## config.mk

```make
export PLATFORM = sky130hd
export DESIGN_NAME = fp_adder
export DESIGN_NICKNAME = d
export VERILOG_FILES = /design/src/rtl/fpadd_pkg.sv /design/src/rtl/fpadd_special_path.sv /design/src/rtl/fpadd_align.sv /design/src/rtl/fpadd_significand_sum.sv /design/src/rtl/fpadd_normalize.sv /design/src/rtl/fp_adder.sv
export SDC_FILE = /design/constraint.sdc
export NUM_CORES = 1
export LEC_CHECK = 0
export BUFFER_PORTS_ARGS = -buffer_cell sky130_fd_sc_hd__buf_4
export CAP_MARGIN = 20
export CORE_ASPECT_RATIO = 1.75
export CORE_MARGIN = 4
export CORE_UTILIZATION = 65
export DETAILED_ROUTE_END_ITERATION = 10
export PLACE_DENSITY = 0.92
export SYNTH_ARGS = -nofsm -noshare
export SYNTH_HDL_FRONTEND = slang
export SYNTH_SLANG_ARGS = --single-unit
```

## constraint.sdc

```tcl
create_clock -name clk_i -period 28.5 [get_ports clk_i]
set_input_delay 1.425 -clock clk_i [delete_from_list [all_inputs] [get_ports clk_i]]
set_output_delay 1.425 -clock clk_i [all_outputs]
set_load 0.05 [all_outputs]
```

## src/rtl/fpadd_pkg.sv

```systemverilog
// ==============================
// Shared types and constants of the single-precision adder pipeline
// Imported by every pipeline stage, the top level and the testbench
// ==============================

package fpadd_pkg;

    // ==============================
    // Format widths
    // ==============================

    // Biased exponent field of a single-precision number
    typedef logic [7:0]  exponent_t;

    // Stored fraction, the hidden bit is not part of it
    typedef logic [22:0] significand_t;

    // Fraction with the hidden bit on top
    typedef logic [23:0] mantissa_t;

    // Distance between the two exponents, used as the alignment shift
    typedef logic [7:0]  shift_t;

    // Number of leading zeros in a mantissa, at most 24
    typedef logic [4:0]  lz_count_t;

    typedef struct packed {
        logic         sign;
        exponent_t    exponent;
        significand_t significand;
    } float32_t;

    // Second operand keeps its sign on FADD and has it flipped on FSUB
    typedef enum logic {
        FADD = 1'b0,
        FSUB = 1'b1
    } fpadd_uop_t;

    // Bits below the kept fraction, reported for a later rounding unit
    typedef struct packed {
        logic guard;
        logic round;
        logic sticky;
    } round_bits_t;

    // ==============================
    // Stage hand-offs
    // ==============================

    // Output of the alignment stages, the minor operand already shifted
    typedef struct packed {
        float32_t  major;
        logic      minor_sign;
        mantissa_t minor_mantissa;
        mantissa_t shifted_out;
    } aligned_t;

    // Output of the adder stage, fraction holds the magnitude of the sum
    typedef struct packed {
        float32_t  result;
        logic      hidden;
        logic      carry;
        mantissa_t shifted_out;
    } sum_t;

    // ==============================
    // Format constants
    // ==============================

    // A carry at this exponent cannot be absorbed and raises overflow
    localparam exponent_t EXP_MAX_FINITE = 8'd254;
    localparam exponent_t EXP_MIN_NORMAL = 8'd1;
    localparam exponent_t EXP_ALL_ONES   = 8'd255;

    // A shift this large moves the whole minor mantissa out of the window
    localparam shift_t    ALIGN_LIMIT    = 8'd48;

    // Enabled edges from an accepted input to its result
    localparam int        PIPE_DEPTH     = 4;

    // Quiet NaN placed on the result of an invalid operation
    localparam float32_t  CANONICAL_NAN  = 32'h7FC0_0000;

endpackage : fpadd_pkg

```

## src/rtl/fpadd_special_path.sv

```systemverilog
// ==============================
// Special-operand path of the adder
// Detects infinities and NaNs on the raw inputs and delays the invalid
// flag and the valid bit so that both line up with the datapath result
// ==============================

`timescale 1ns/10ps

module fpadd_special_path import fpadd_pkg::*; (
    input  logic       clk_i,
    input  logic       rst_n_i,
    input  logic       clk_en_i,
    input  logic       data_valid_i,
    input  fpadd_uop_t operation_i,
    input  float32_t   addend_a_i,
    input  float32_t   addend_b_i,
    output logic       valid_o,
    output logic       invalid_o
);

    logic is_inf_a, is_inf_b;
    logic is_nan_a, is_nan_b;
    logic sign_b_eff;
    logic invalid;

    logic [PIPE_DEPTH-1:0] valid_pipe;
    logic [PIPE_DEPTH-1:0] invalid_pipe;

    // All-ones exponent marks a special value, the fraction tells which one
    assign is_inf_a = (addend_a_i.exponent == EXP_ALL_ONES) && (addend_a_i.significand == '0);
    assign is_inf_b = (addend_b_i.exponent == EXP_ALL_ONES) && (addend_b_i.significand == '0);
    assign is_nan_a = (addend_a_i.exponent == EXP_ALL_ONES) && (addend_a_i.significand != '0);
    assign is_nan_b = (addend_b_i.exponent == EXP_ALL_ONES) && (addend_b_i.significand != '0);

    // Sign of B as the datapath sees it
    assign sign_b_eff = addend_b_i.sign ^ (operation_i == FSUB);

    // Any NaN, or infinities of opposite sign meeting in the adder
    assign invalid = is_nan_a || is_nan_b
                  || (is_inf_a && is_inf_b && (addend_a_i.sign != sign_b_eff));

    always_ff @(posedge clk_i) begin : valid_shift
        if (!rst_n_i) begin
            valid_pipe <= '0;
        end else if (clk_en_i) begin
            valid_pipe <= {valid_pipe[PIPE_DEPTH-2:0], data_valid_i};
        end
    end : valid_shift

    // Flag pipe follows the valid bits, its content only matters when valid
    always_ff @(posedge clk_i) begin : invalid_shift
        if (clk_en_i) begin
            invalid_pipe <= {invalid_pipe[PIPE_DEPTH-2:0], invalid};
        end
    end : invalid_shift

    assign valid_o   = valid_pipe[PIPE_DEPTH-1];
    assign invalid_o = invalid_pipe[PIPE_DEPTH-1];

    // An accepted operation leaves after three further enabled edges
    valid_latency_a : assert property (@(posedge clk_i) disable iff (!rst_n_i)
        (clk_en_i && data_valid_i) |=> clk_en_i [->PIPE_DEPTH-1] ##1 valid_o);

endmodule : fpadd_special_path

```

## src/rtl/fpadd_align.sv

```systemverilog
// ==============================
// Operand compare and alignment, pipeline stages 0 and 1
// Stage 0 orders the operands by magnitude, stage 1 shifts the minor
// mantissa right so both operands share the major exponent
// ==============================

`timescale 1ns/10ps

module fpadd_align import fpadd_pkg::*; (
    input  logic       clk_i,
    input  logic       clk_en_i,
    input  fpadd_uop_t operation_i,
    input  float32_t   addend_a_i,
    input  float32_t   addend_b_i,
    output aligned_t   aligned_o
);

    // Subnormals are scaled like exponent 1, only their hidden bit differs
    function automatic exponent_t effective_exp(input exponent_t exp);
        return (exp == '0) ? EXP_MIN_NORMAL : exp;
    endfunction

    // ==============================
    // Stage 0, compare and swap
    // ==============================

    float32_t          addend_b;
    float32_t          major, minor;
    exponent_t         exp_a_eff, exp_b_eff;
    logic signed [8:0] exp_diff;
    shift_t            distance;

    // Subtraction is an addition with the sign of B inverted
    always_comb begin : sign_flip
        addend_b      = addend_b_i;
        addend_b.sign = addend_b_i.sign ^ (operation_i == FSUB);
    end : sign_flip

    assign exp_a_eff = effective_exp(addend_a_i.exponent);
    assign exp_b_eff = effective_exp(addend_b.exponent);
    assign exp_diff  = $signed({1'b0, exp_a_eff}) - $signed({1'b0, exp_b_eff});

    always_comb begin : swap
        if (exp_diff < 0) begin
            major    = addend_b;
            minor    = addend_a_i;
            distance = shift_t'(-exp_diff);
        end else begin
            // Equal exponents fall back on the fraction to find the larger one
            if ((exp_diff == 0) && (addend_a_i.significand < addend_b.significand)) begin
                major = addend_b;
                minor = addend_a_i;
            end else begin
                major = addend_a_i;
                minor = addend_b;
            end
            distance = shift_t'(exp_diff);
        end
    end : swap

    float32_t  major_stg0;
    shift_t    distance_stg0;
    logic      minor_sign_stg0;
    mantissa_t minor_mantissa_stg0;

    always_ff @(posedge clk_i) begin : stage0_reg
        if (clk_en_i) begin
            major_stg0          <= major;
            distance_stg0       <= distance;
            minor_sign_stg0     <= minor.sign;
            minor_mantissa_stg0 <= {minor.exponent != '0, minor.significand};
        end
    end : stage0_reg

    // ==============================
    // Stage 1, alignment shift
    // ==============================

    // Upper half lands under the major mantissa, lower half is what fell off
    logic [47:0] window;

    assign window = (distance_stg0 >= ALIGN_LIMIT) ? '0
                  : ({minor_mantissa_stg0, 24'b0} >> distance_stg0);

    always_ff @(posedge clk_i) begin : stage1_reg
        if (clk_en_i) begin
            aligned_o.major          <= major_stg0;
            aligned_o.minor_sign     <= minor_sign_stg0;
            aligned_o.minor_mantissa <= window[47:24];
            aligned_o.shifted_out    <= window[23:0];
        end
    end : stage1_reg

    // The swap must leave the larger scale on the major side
    major_exp_a : assert property (@(posedge clk_i)
        clk_en_i |=> effective_exp(major_stg0.exponent)
                     >= $past(effective_exp(minor.exponent)));

endmodule : fpadd_align

```

## src/rtl/fpadd_significand_sum.sv

```systemverilog
// ==============================
// Signed significand adder, pipeline stage 2
// Adds the aligned mantissas as two's complement values and returns
// the magnitude of the sum with the sign of the major operand
// ==============================

`timescale 1ns/10ps

module fpadd_significand_sum import fpadd_pkg::*; (
    input  logic     clk_i,
    input  logic     clk_en_i,
    input  aligned_t aligned_i,
    output sum_t     sum_o
);

    logic        major_hidden;
    logic [24:0] major_mag, minor_mag;
    logic [24:0] major_op, minor_op;
    logic [24:0] raw_sum;
    mantissa_t   magnitude;
    logic        negate;
    logic        same_sign;

    assign major_hidden = (aligned_i.major.exponent != '0);
    assign major_mag    = {1'b0, major_hidden, aligned_i.major.significand};
    assign minor_mag    = {1'b0, aligned_i.minor_mantissa};
    assign same_sign    = (aligned_i.major.sign == aligned_i.minor_sign);

    // Only the operand whose sign differs from the other gets negated
    always_comb begin : operand_sign
        major_op = major_mag;
        minor_op = minor_mag;
        negate   = 1'b0;
        case ({aligned_i.major.sign, aligned_i.minor_sign})
            2'b01: begin
                minor_op = -minor_mag;
            end
            2'b10: begin
                // Major is larger, so the sum is negative and is turned back
                major_op = -major_mag;
                negate   = 1'b1;
            end
            default: begin
                // Same signs add magnitudes, the sign is restored from the major
                negate   = 1'b0;
            end
        endcase
    end : operand_sign

    assign raw_sum   = major_op + minor_op;
    assign magnitude = negate ? -raw_sum[23:0] : raw_sum[23:0];

    always_ff @(posedge clk_i) begin : stage2_reg
        if (clk_en_i) begin
            sum_o.result.sign        <= aligned_i.major.sign;
            sum_o.result.exponent    <= aligned_i.major.exponent;
            sum_o.result.significand <= magnitude[22:0];
            sum_o.hidden             <= magnitude[23];
            // Bit 24 of a difference is a borrow, not a carry
            sum_o.carry              <= raw_sum[24] & same_sign;
            sum_o.shifted_out        <= aligned_i.shifted_out;
        end
    end : stage2_reg

endmodule : fpadd_significand_sum

```

## src/rtl/fpadd_normalize.sv

```systemverilog
// ==============================
// Normalization, pipeline stage 3
// Brings the sum back to a leading one, clamps the exponent on
// overflow and underflow and reports guard, round and sticky bits
// ==============================

`timescale 1ns/10ps

module fpadd_normalize import fpadd_pkg::*; (
    input  logic        clk_i,
    input  logic        clk_en_i,
    input  sum_t        sum_i,
    output float32_t    result_o,
    output logic        overflow_o,
    output logic        underflow_o,
    output round_bits_t round_bits_o
);

    mantissa_t   mantissa;
    lz_count_t   lz_count;
    logic        lz_found;
    logic [8:0]  exp_drop;
    exponent_t   min_shift;
    logic [47:0] window;
    float32_t    normalized;
    logic        overflow, underflow;
    round_bits_t round_bits;

    assign mantissa = {sum_i.hidden, sum_i.result.significand};

    // ==============================
    // Leading-zero count
    // ==============================

    always_comb begin : lzc
        lz_count = '0;
        lz_found = 1'b0;
        for (int i = 23; i >= 0; i--) begin
            if (mantissa[i]) begin
                lz_found = 1'b1;
            end else if (!lz_found) begin
                lz_count = lz_count + 1'b1;
            end
        end
    end : lzc

    // Borrow in bit 8 means the exponent would go below zero
    assign exp_drop = {1'b0, sum_i.result.exponent} - {4'b0, lz_count};

    // On underflow the shift only goes as far as the smallest normal exponent
    assign min_shift = (sum_i.result.exponent > EXP_MIN_NORMAL)
                     ? sum_i.result.exponent - EXP_MIN_NORMAL : '0;

    // ==============================
    // Normalization
    // ==============================

    always_comb begin : normalize
        normalized = sum_i.result;
        window     = '0;
        overflow   = 1'b0;
        underflow  = 1'b0;
        if (sum_i.carry) begin
            // Carry becomes the new hidden bit, so drop one bit at the bottom
            normalized.significand = mantissa[23:1];
            if (sum_i.result.exponent == EXP_MAX_FINITE) begin
                overflow = 1'b1;
            end else begin
                normalized.exponent = sum_i.result.exponent + 1'b1;
            end
        end else if (lz_count != '0) begin
            // Bits lost in the alignment are shifted back into the fraction
            if (exp_drop[8] || (exp_drop == '0)) begin
                normalized.exponent = EXP_MIN_NORMAL;
                window    = {mantissa, sum_i.shifted_out} << min_shift;
                underflow = 1'b1;
            end else begin
                normalized.exponent = exp_drop[7:0];
                window = {mantissa, sum_i.shifted_out} << lz_count;
            end
            normalized.significand = window[46:24];
        end
    end : normalize

    // Guard is the first bit below the kept fraction in every case
    always_comb begin : round_select
        if (sum_i.carry) begin
            round_bits.guard  = sum_i.result.significand[0];
            round_bits.round  = sum_i.shifted_out[23];
            round_bits.sticky = |sum_i.shifted_out[22:0];
        end else if (lz_count != '0) begin
            round_bits.guard  = window[23];
            round_bits.round  = window[22];
            round_bits.sticky = |window[21:0];
        end else begin
            round_bits.guard  = sum_i.shifted_out[23];
            round_bits.round  = sum_i.shifted_out[22];
            round_bits.sticky = |sum_i.shifted_out[21:0];
        end
    end : round_select

    always_ff @(posedge clk_i) begin : stage3_reg
        if (clk_en_i) begin
            result_o     <= normalized;
            overflow_o   <= overflow;
            underflow_o  <= underflow;
            round_bits_o <= round_bits;
        end
    end : stage3_reg

    // A carry and a leftward shift never happen on the same sum
    flags_exclusive_a : assert property (@(posedge clk_i)
        clk_en_i |=> !(overflow_o && underflow_o));

endmodule : fpadd_normalize

```

## src/rtl/fp_adder.sv

```systemverilog
// ==============================
// Four-stage single-precision adder and subtractor
// Takes one operand pair per enabled cycle, clk_en_i low freezes the
// whole pipeline, results come with their flags four enabled edges later
// ==============================

`timescale 1ns/10ps

module fp_adder import fpadd_pkg::*; (
    input  logic        clk_i,
    input  logic        rst_n_i,
    input  logic        clk_en_i,
    input  logic        data_valid_i,
    input  fpadd_uop_t  operation_i,
    input  float32_t    addend_a_i,
    input  float32_t    addend_b_i,
    output float32_t    result_o,
    output logic        data_valid_o,
    output logic        invalid_op_o,
    output logic        inexact_o,
    output logic        overflow_o,
    output logic        underflow_o,
    output round_bits_t round_bits_o
);

    aligned_t aligned;
    sum_t     sum;
    float32_t normalized;

    // Exceptions and the valid bit run beside the datapath
    fpadd_special_path special_path_inst (
        .clk_i        (clk_i),
        .rst_n_i      (rst_n_i),
        .clk_en_i     (clk_en_i),
        .data_valid_i (data_valid_i),
        .operation_i  (operation_i),
        .addend_a_i   (addend_a_i),
        .addend_b_i   (addend_b_i),
        .valid_o      (data_valid_o),
        .invalid_o    (invalid_op_o)
    );

    // ==============================
    // Significand datapath
    // ==============================

    fpadd_align align_inst (
        .clk_i       (clk_i),
        .clk_en_i    (clk_en_i),
        .operation_i (operation_i),
        .addend_a_i  (addend_a_i),
        .addend_b_i  (addend_b_i),
        .aligned_o   (aligned)
    );

    fpadd_significand_sum significand_sum_inst (
        .clk_i     (clk_i),
        .clk_en_i  (clk_en_i),
        .aligned_i (aligned),
        .sum_o     (sum)
    );

    fpadd_normalize normalize_inst (
        .clk_i        (clk_i),
        .clk_en_i     (clk_en_i),
        .sum_i        (sum),
        .result_o     (normalized),
        .overflow_o   (overflow_o),
        .underflow_o  (underflow_o),
        .round_bits_o (round_bits_o)
    );

    // Invalid operations hide whatever the datapath produced
    assign result_o  = invalid_op_o ? CANONICAL_NAN : normalized;

    // Any nonzero bit below the fraction means the sum was not exact
    assign inexact_o = |round_bits_o;

endmodule : fp_adder

```

==> results.json <==
{
  "first_global_vias": 18300,
  "dp_hpwl_mm": 48.9,
  "setup_viol": 0,
  "via_count": 18200,
  "setup_tns_ns": 0,
  "drt-total-wl_mm": 64.0,
  "pin_count": 109,
  "synth-edff-count": 245,
  "chipHeight_um": 246,
  "pwr_density_cell_nw_per_um2": 93.7,
  "syn_area_sq_um": 21000,
  "fin_crit_sh_pct": 61.8,
  "routabilityCongestion": 1.05,
  "grt_max_degree": 90,
  "irDropWorstVdd_mv": 0.0820,
  "cp.buffers_inverters": 3,
  "core-area_sq_um": 31600,
  "crit_path_start_kind": "flip-flop",
  "grt_first_pass_wirelength_mm": 97.6,
  "grt_overflow": 0,
  "numPortBuffers": 108,
  "avgRoutedWirePerCell_um": 23.9,
  "hold_viol": 0,
  "synthDistinctLibCells": 103,
  "leakage_nw": 8.78,
  "yosysSeqAreaShare_pct": 35.5,
  "die_w_um": 144,
  "synth_flop_cell": "edfxtp_1",
  "synth_area_leaders": "edfxtp_1, mux2i_1, ha_1",
  "start_util_pct": 66.3,
  "drt_iter0_drc": 1758,
  "required_ns": 28.88,
  "drv_slew": 0,
  "root_buffer": "clkbuf_16",
  "drive_gt1_share_pct": 13.8,
  "hold_path.class": "reg2reg",
  "ys_warn_count": 0,
  "holdWs_ns": 0.416,
  "clock_path_buffers": 3,
  "cp_top_family": "compound AO/OA/AOI/OAI gates",
  "max_cap_viol_count": 0,
  "layout.nets": 2427,
  "critPathArrivalTime_ns": 18.00,
  "r2r_slack_ns": 10.88,
  "ctsResizeCount": 0,
  "ant_nets": 0,
  "syn_inst": 2263,
  "syn-num-nets": 2424,
  "min_period_ns": 17.62,
  "antennaDiodeCount": 0,
  "synth_top_area_share_pct": 35.1,
  "grt_usage_pct": 35.6,
  "skew_ns": 0.0119,
  "clkLatencyLatePin_ns": 0.54,
  "async_reset_ff_share_pct": 0,
  "clk_pin_slew_ns": 0.07,
  "max_freq_ghz": 0.0568,
  "slowest_stage": "o21ai_0",
  "synth-seq-cells": 249,
  "worstSetupPathType": "reg2reg",
  "slew_headroom_pct": 24.2,
  "rows": 86,
  "drt-pass1-iter-count": 7,
  "outcome": "completed",
  "cts_tree": "built",
  "numCtsBuffers": 22,
  "critPathMaxStageDelay_ns": 0.84,
  "antenna_found_initial": 0,
  "syn_avg_cell_area_sq_um": 9.26,
  "area_growth_pct": 7.59,
  "cts_setup_buffers": 0,
  "postCtsHoldBufs": 0,
  "clock-sinks": 249,
  "cp_common_cell": "ha_1",
  "ctsHtreeMaxLevel": 1,
  "drcViolationCount": 0,
  "worst_pin_slew_ns": 1.13,
  "viasPerCell": 6.81,
  "crit_fanout": 45,
  "die-area_sq_um": 35300,
  "rsz0062_at_grt": "false",
  "synth_top_cell_by_area": "edfxtp_1",
  "endpoint_kind": "flip-flop"
}
## through the flow
step | std cells | utilization, % | worst slack (ns) | total power, mW | instance area [sq um]
floorplan | 2263 | - | 13.53 | 1.42 | 21000
global placement | 2637 | 68.9 | 11.76 | 1.74 | 21800
detailed placement | 2637 | 68.9 | 11.36 | 1.76 | 21800
CTS | 2677 | 71.3 | 11.29 | 2.07 | 22600
global route | 2678 | 71.3 | 9.94 | 2.22 | 22600
finish | 2678 | 71.3 | 10.88 | 2.11 | 22600
## power by group
group	leakage (nW)	internal (mW)	switching, mW	total, mW
sequential	2.49	0.490	0.0841	0.574
combinational	5.93	0.445	0.783	1.23
clock	0.357	0.178	0.133	0.311
## worst paths after layout
path              cells after the start                               from                                 to
setup / recovery                     74     significand_sum_inst.sum_o[25]        normalize_inst.result_o[18]
hold / removal                        0  special_path_inst.invalid_pipe[0]  special_path_inst.invalid_pipe[1]
setup reg to reg                     74     significand_sum_inst.sum_o[25]        normalize_inst.result_o[18]
hold reg to reg                       0  special_path_inst.invalid_pipe[0]  special_path_inst.invalid_pipe[1]
## layer usage
layer  up-vias  global-route usage [%]  wire (um)
met2       984                    66.1      33400
met1      8555                    34.1      20100
li1       8366                       -          -
met3       334                    3.95       3830
met4         0                    29.2       6570
met5         -                       0          0
## state kept, by name (all words and copies together), names as in the netlist
name,flops
align_inst.major_stg0,32
special_path_inst.invalid_pipe,4
align_inst.minor_mantissa_stg0,24
normalize_inst.overflow_o,1
align_inst.distance_stg0,8
special_path_inst.valid_pipe,4
normalize_inst.underflow_o,1
normalize_inst.round_bits_o,3
normalize_inst.result_o,32
align_inst.minor_sign_stg0,1
align_inst.aligned_o,81
significand_sum_inst.sum_o,58
## cell families after synthesis
family          Yosys count  synth area share, %
simple gates            818                 19.3
mux                     216                 11.6
fa+ha+maj                96                 5.79
flops                   249                 35.5
compound gates          495                 15.9
buf+inv                 236                 4.65
xor+xnor                153                 7.27
## cell usage in the layout, fill, tap and decap left out, drive strengths merged, types with 24 or more instances in the layout
cell type,synthesis,routed
o31ai,32,32
xor2,32,32
nor4,39,39
nand3,51,51
or3,31,31
mux2i,129,129
nand4,27,27
nor2b,63,63
nand2,216,216
buf,45,126
a211oi,29,29
o21ai,115,115
nor2,212,212
clkbuf,103,29
edfxtp,245,245
o211ai,24,24
xnor2,116,116
ha,89,89
inv,87,87
nand2b,40,40
nor3,59,59
mux2,74,74
a21oi,123,123
## layout make-up
class | instances | area [sq um]
clock buffer | 28 | 604
clock inverter | 12 | 148
fill | 2416 | 9080
inverter | 88 | 330
multi-input combinational | 1778 | 12600
sequential | 249 | 7440
tap | 396 | 495
timing repair buffer | 127 | 958
## cells in the mapped netlist, drive strengths merged (32+ instances only)
library cell / instances
edfxtp: 245
nand2: 216
nor2: 212
mux2i: 129
a21oi: 123
xnor2: 116
o21ai: 115
clkbuf: 103
ha: 89
inv: 87
mux2: 74
nor2b: 63
nor3: 59
nand3: 51
buf: 45
nand2b: 40
nor4: 39
o31ai: 32
xor2: 32
(Power assumes the default switching activity.)
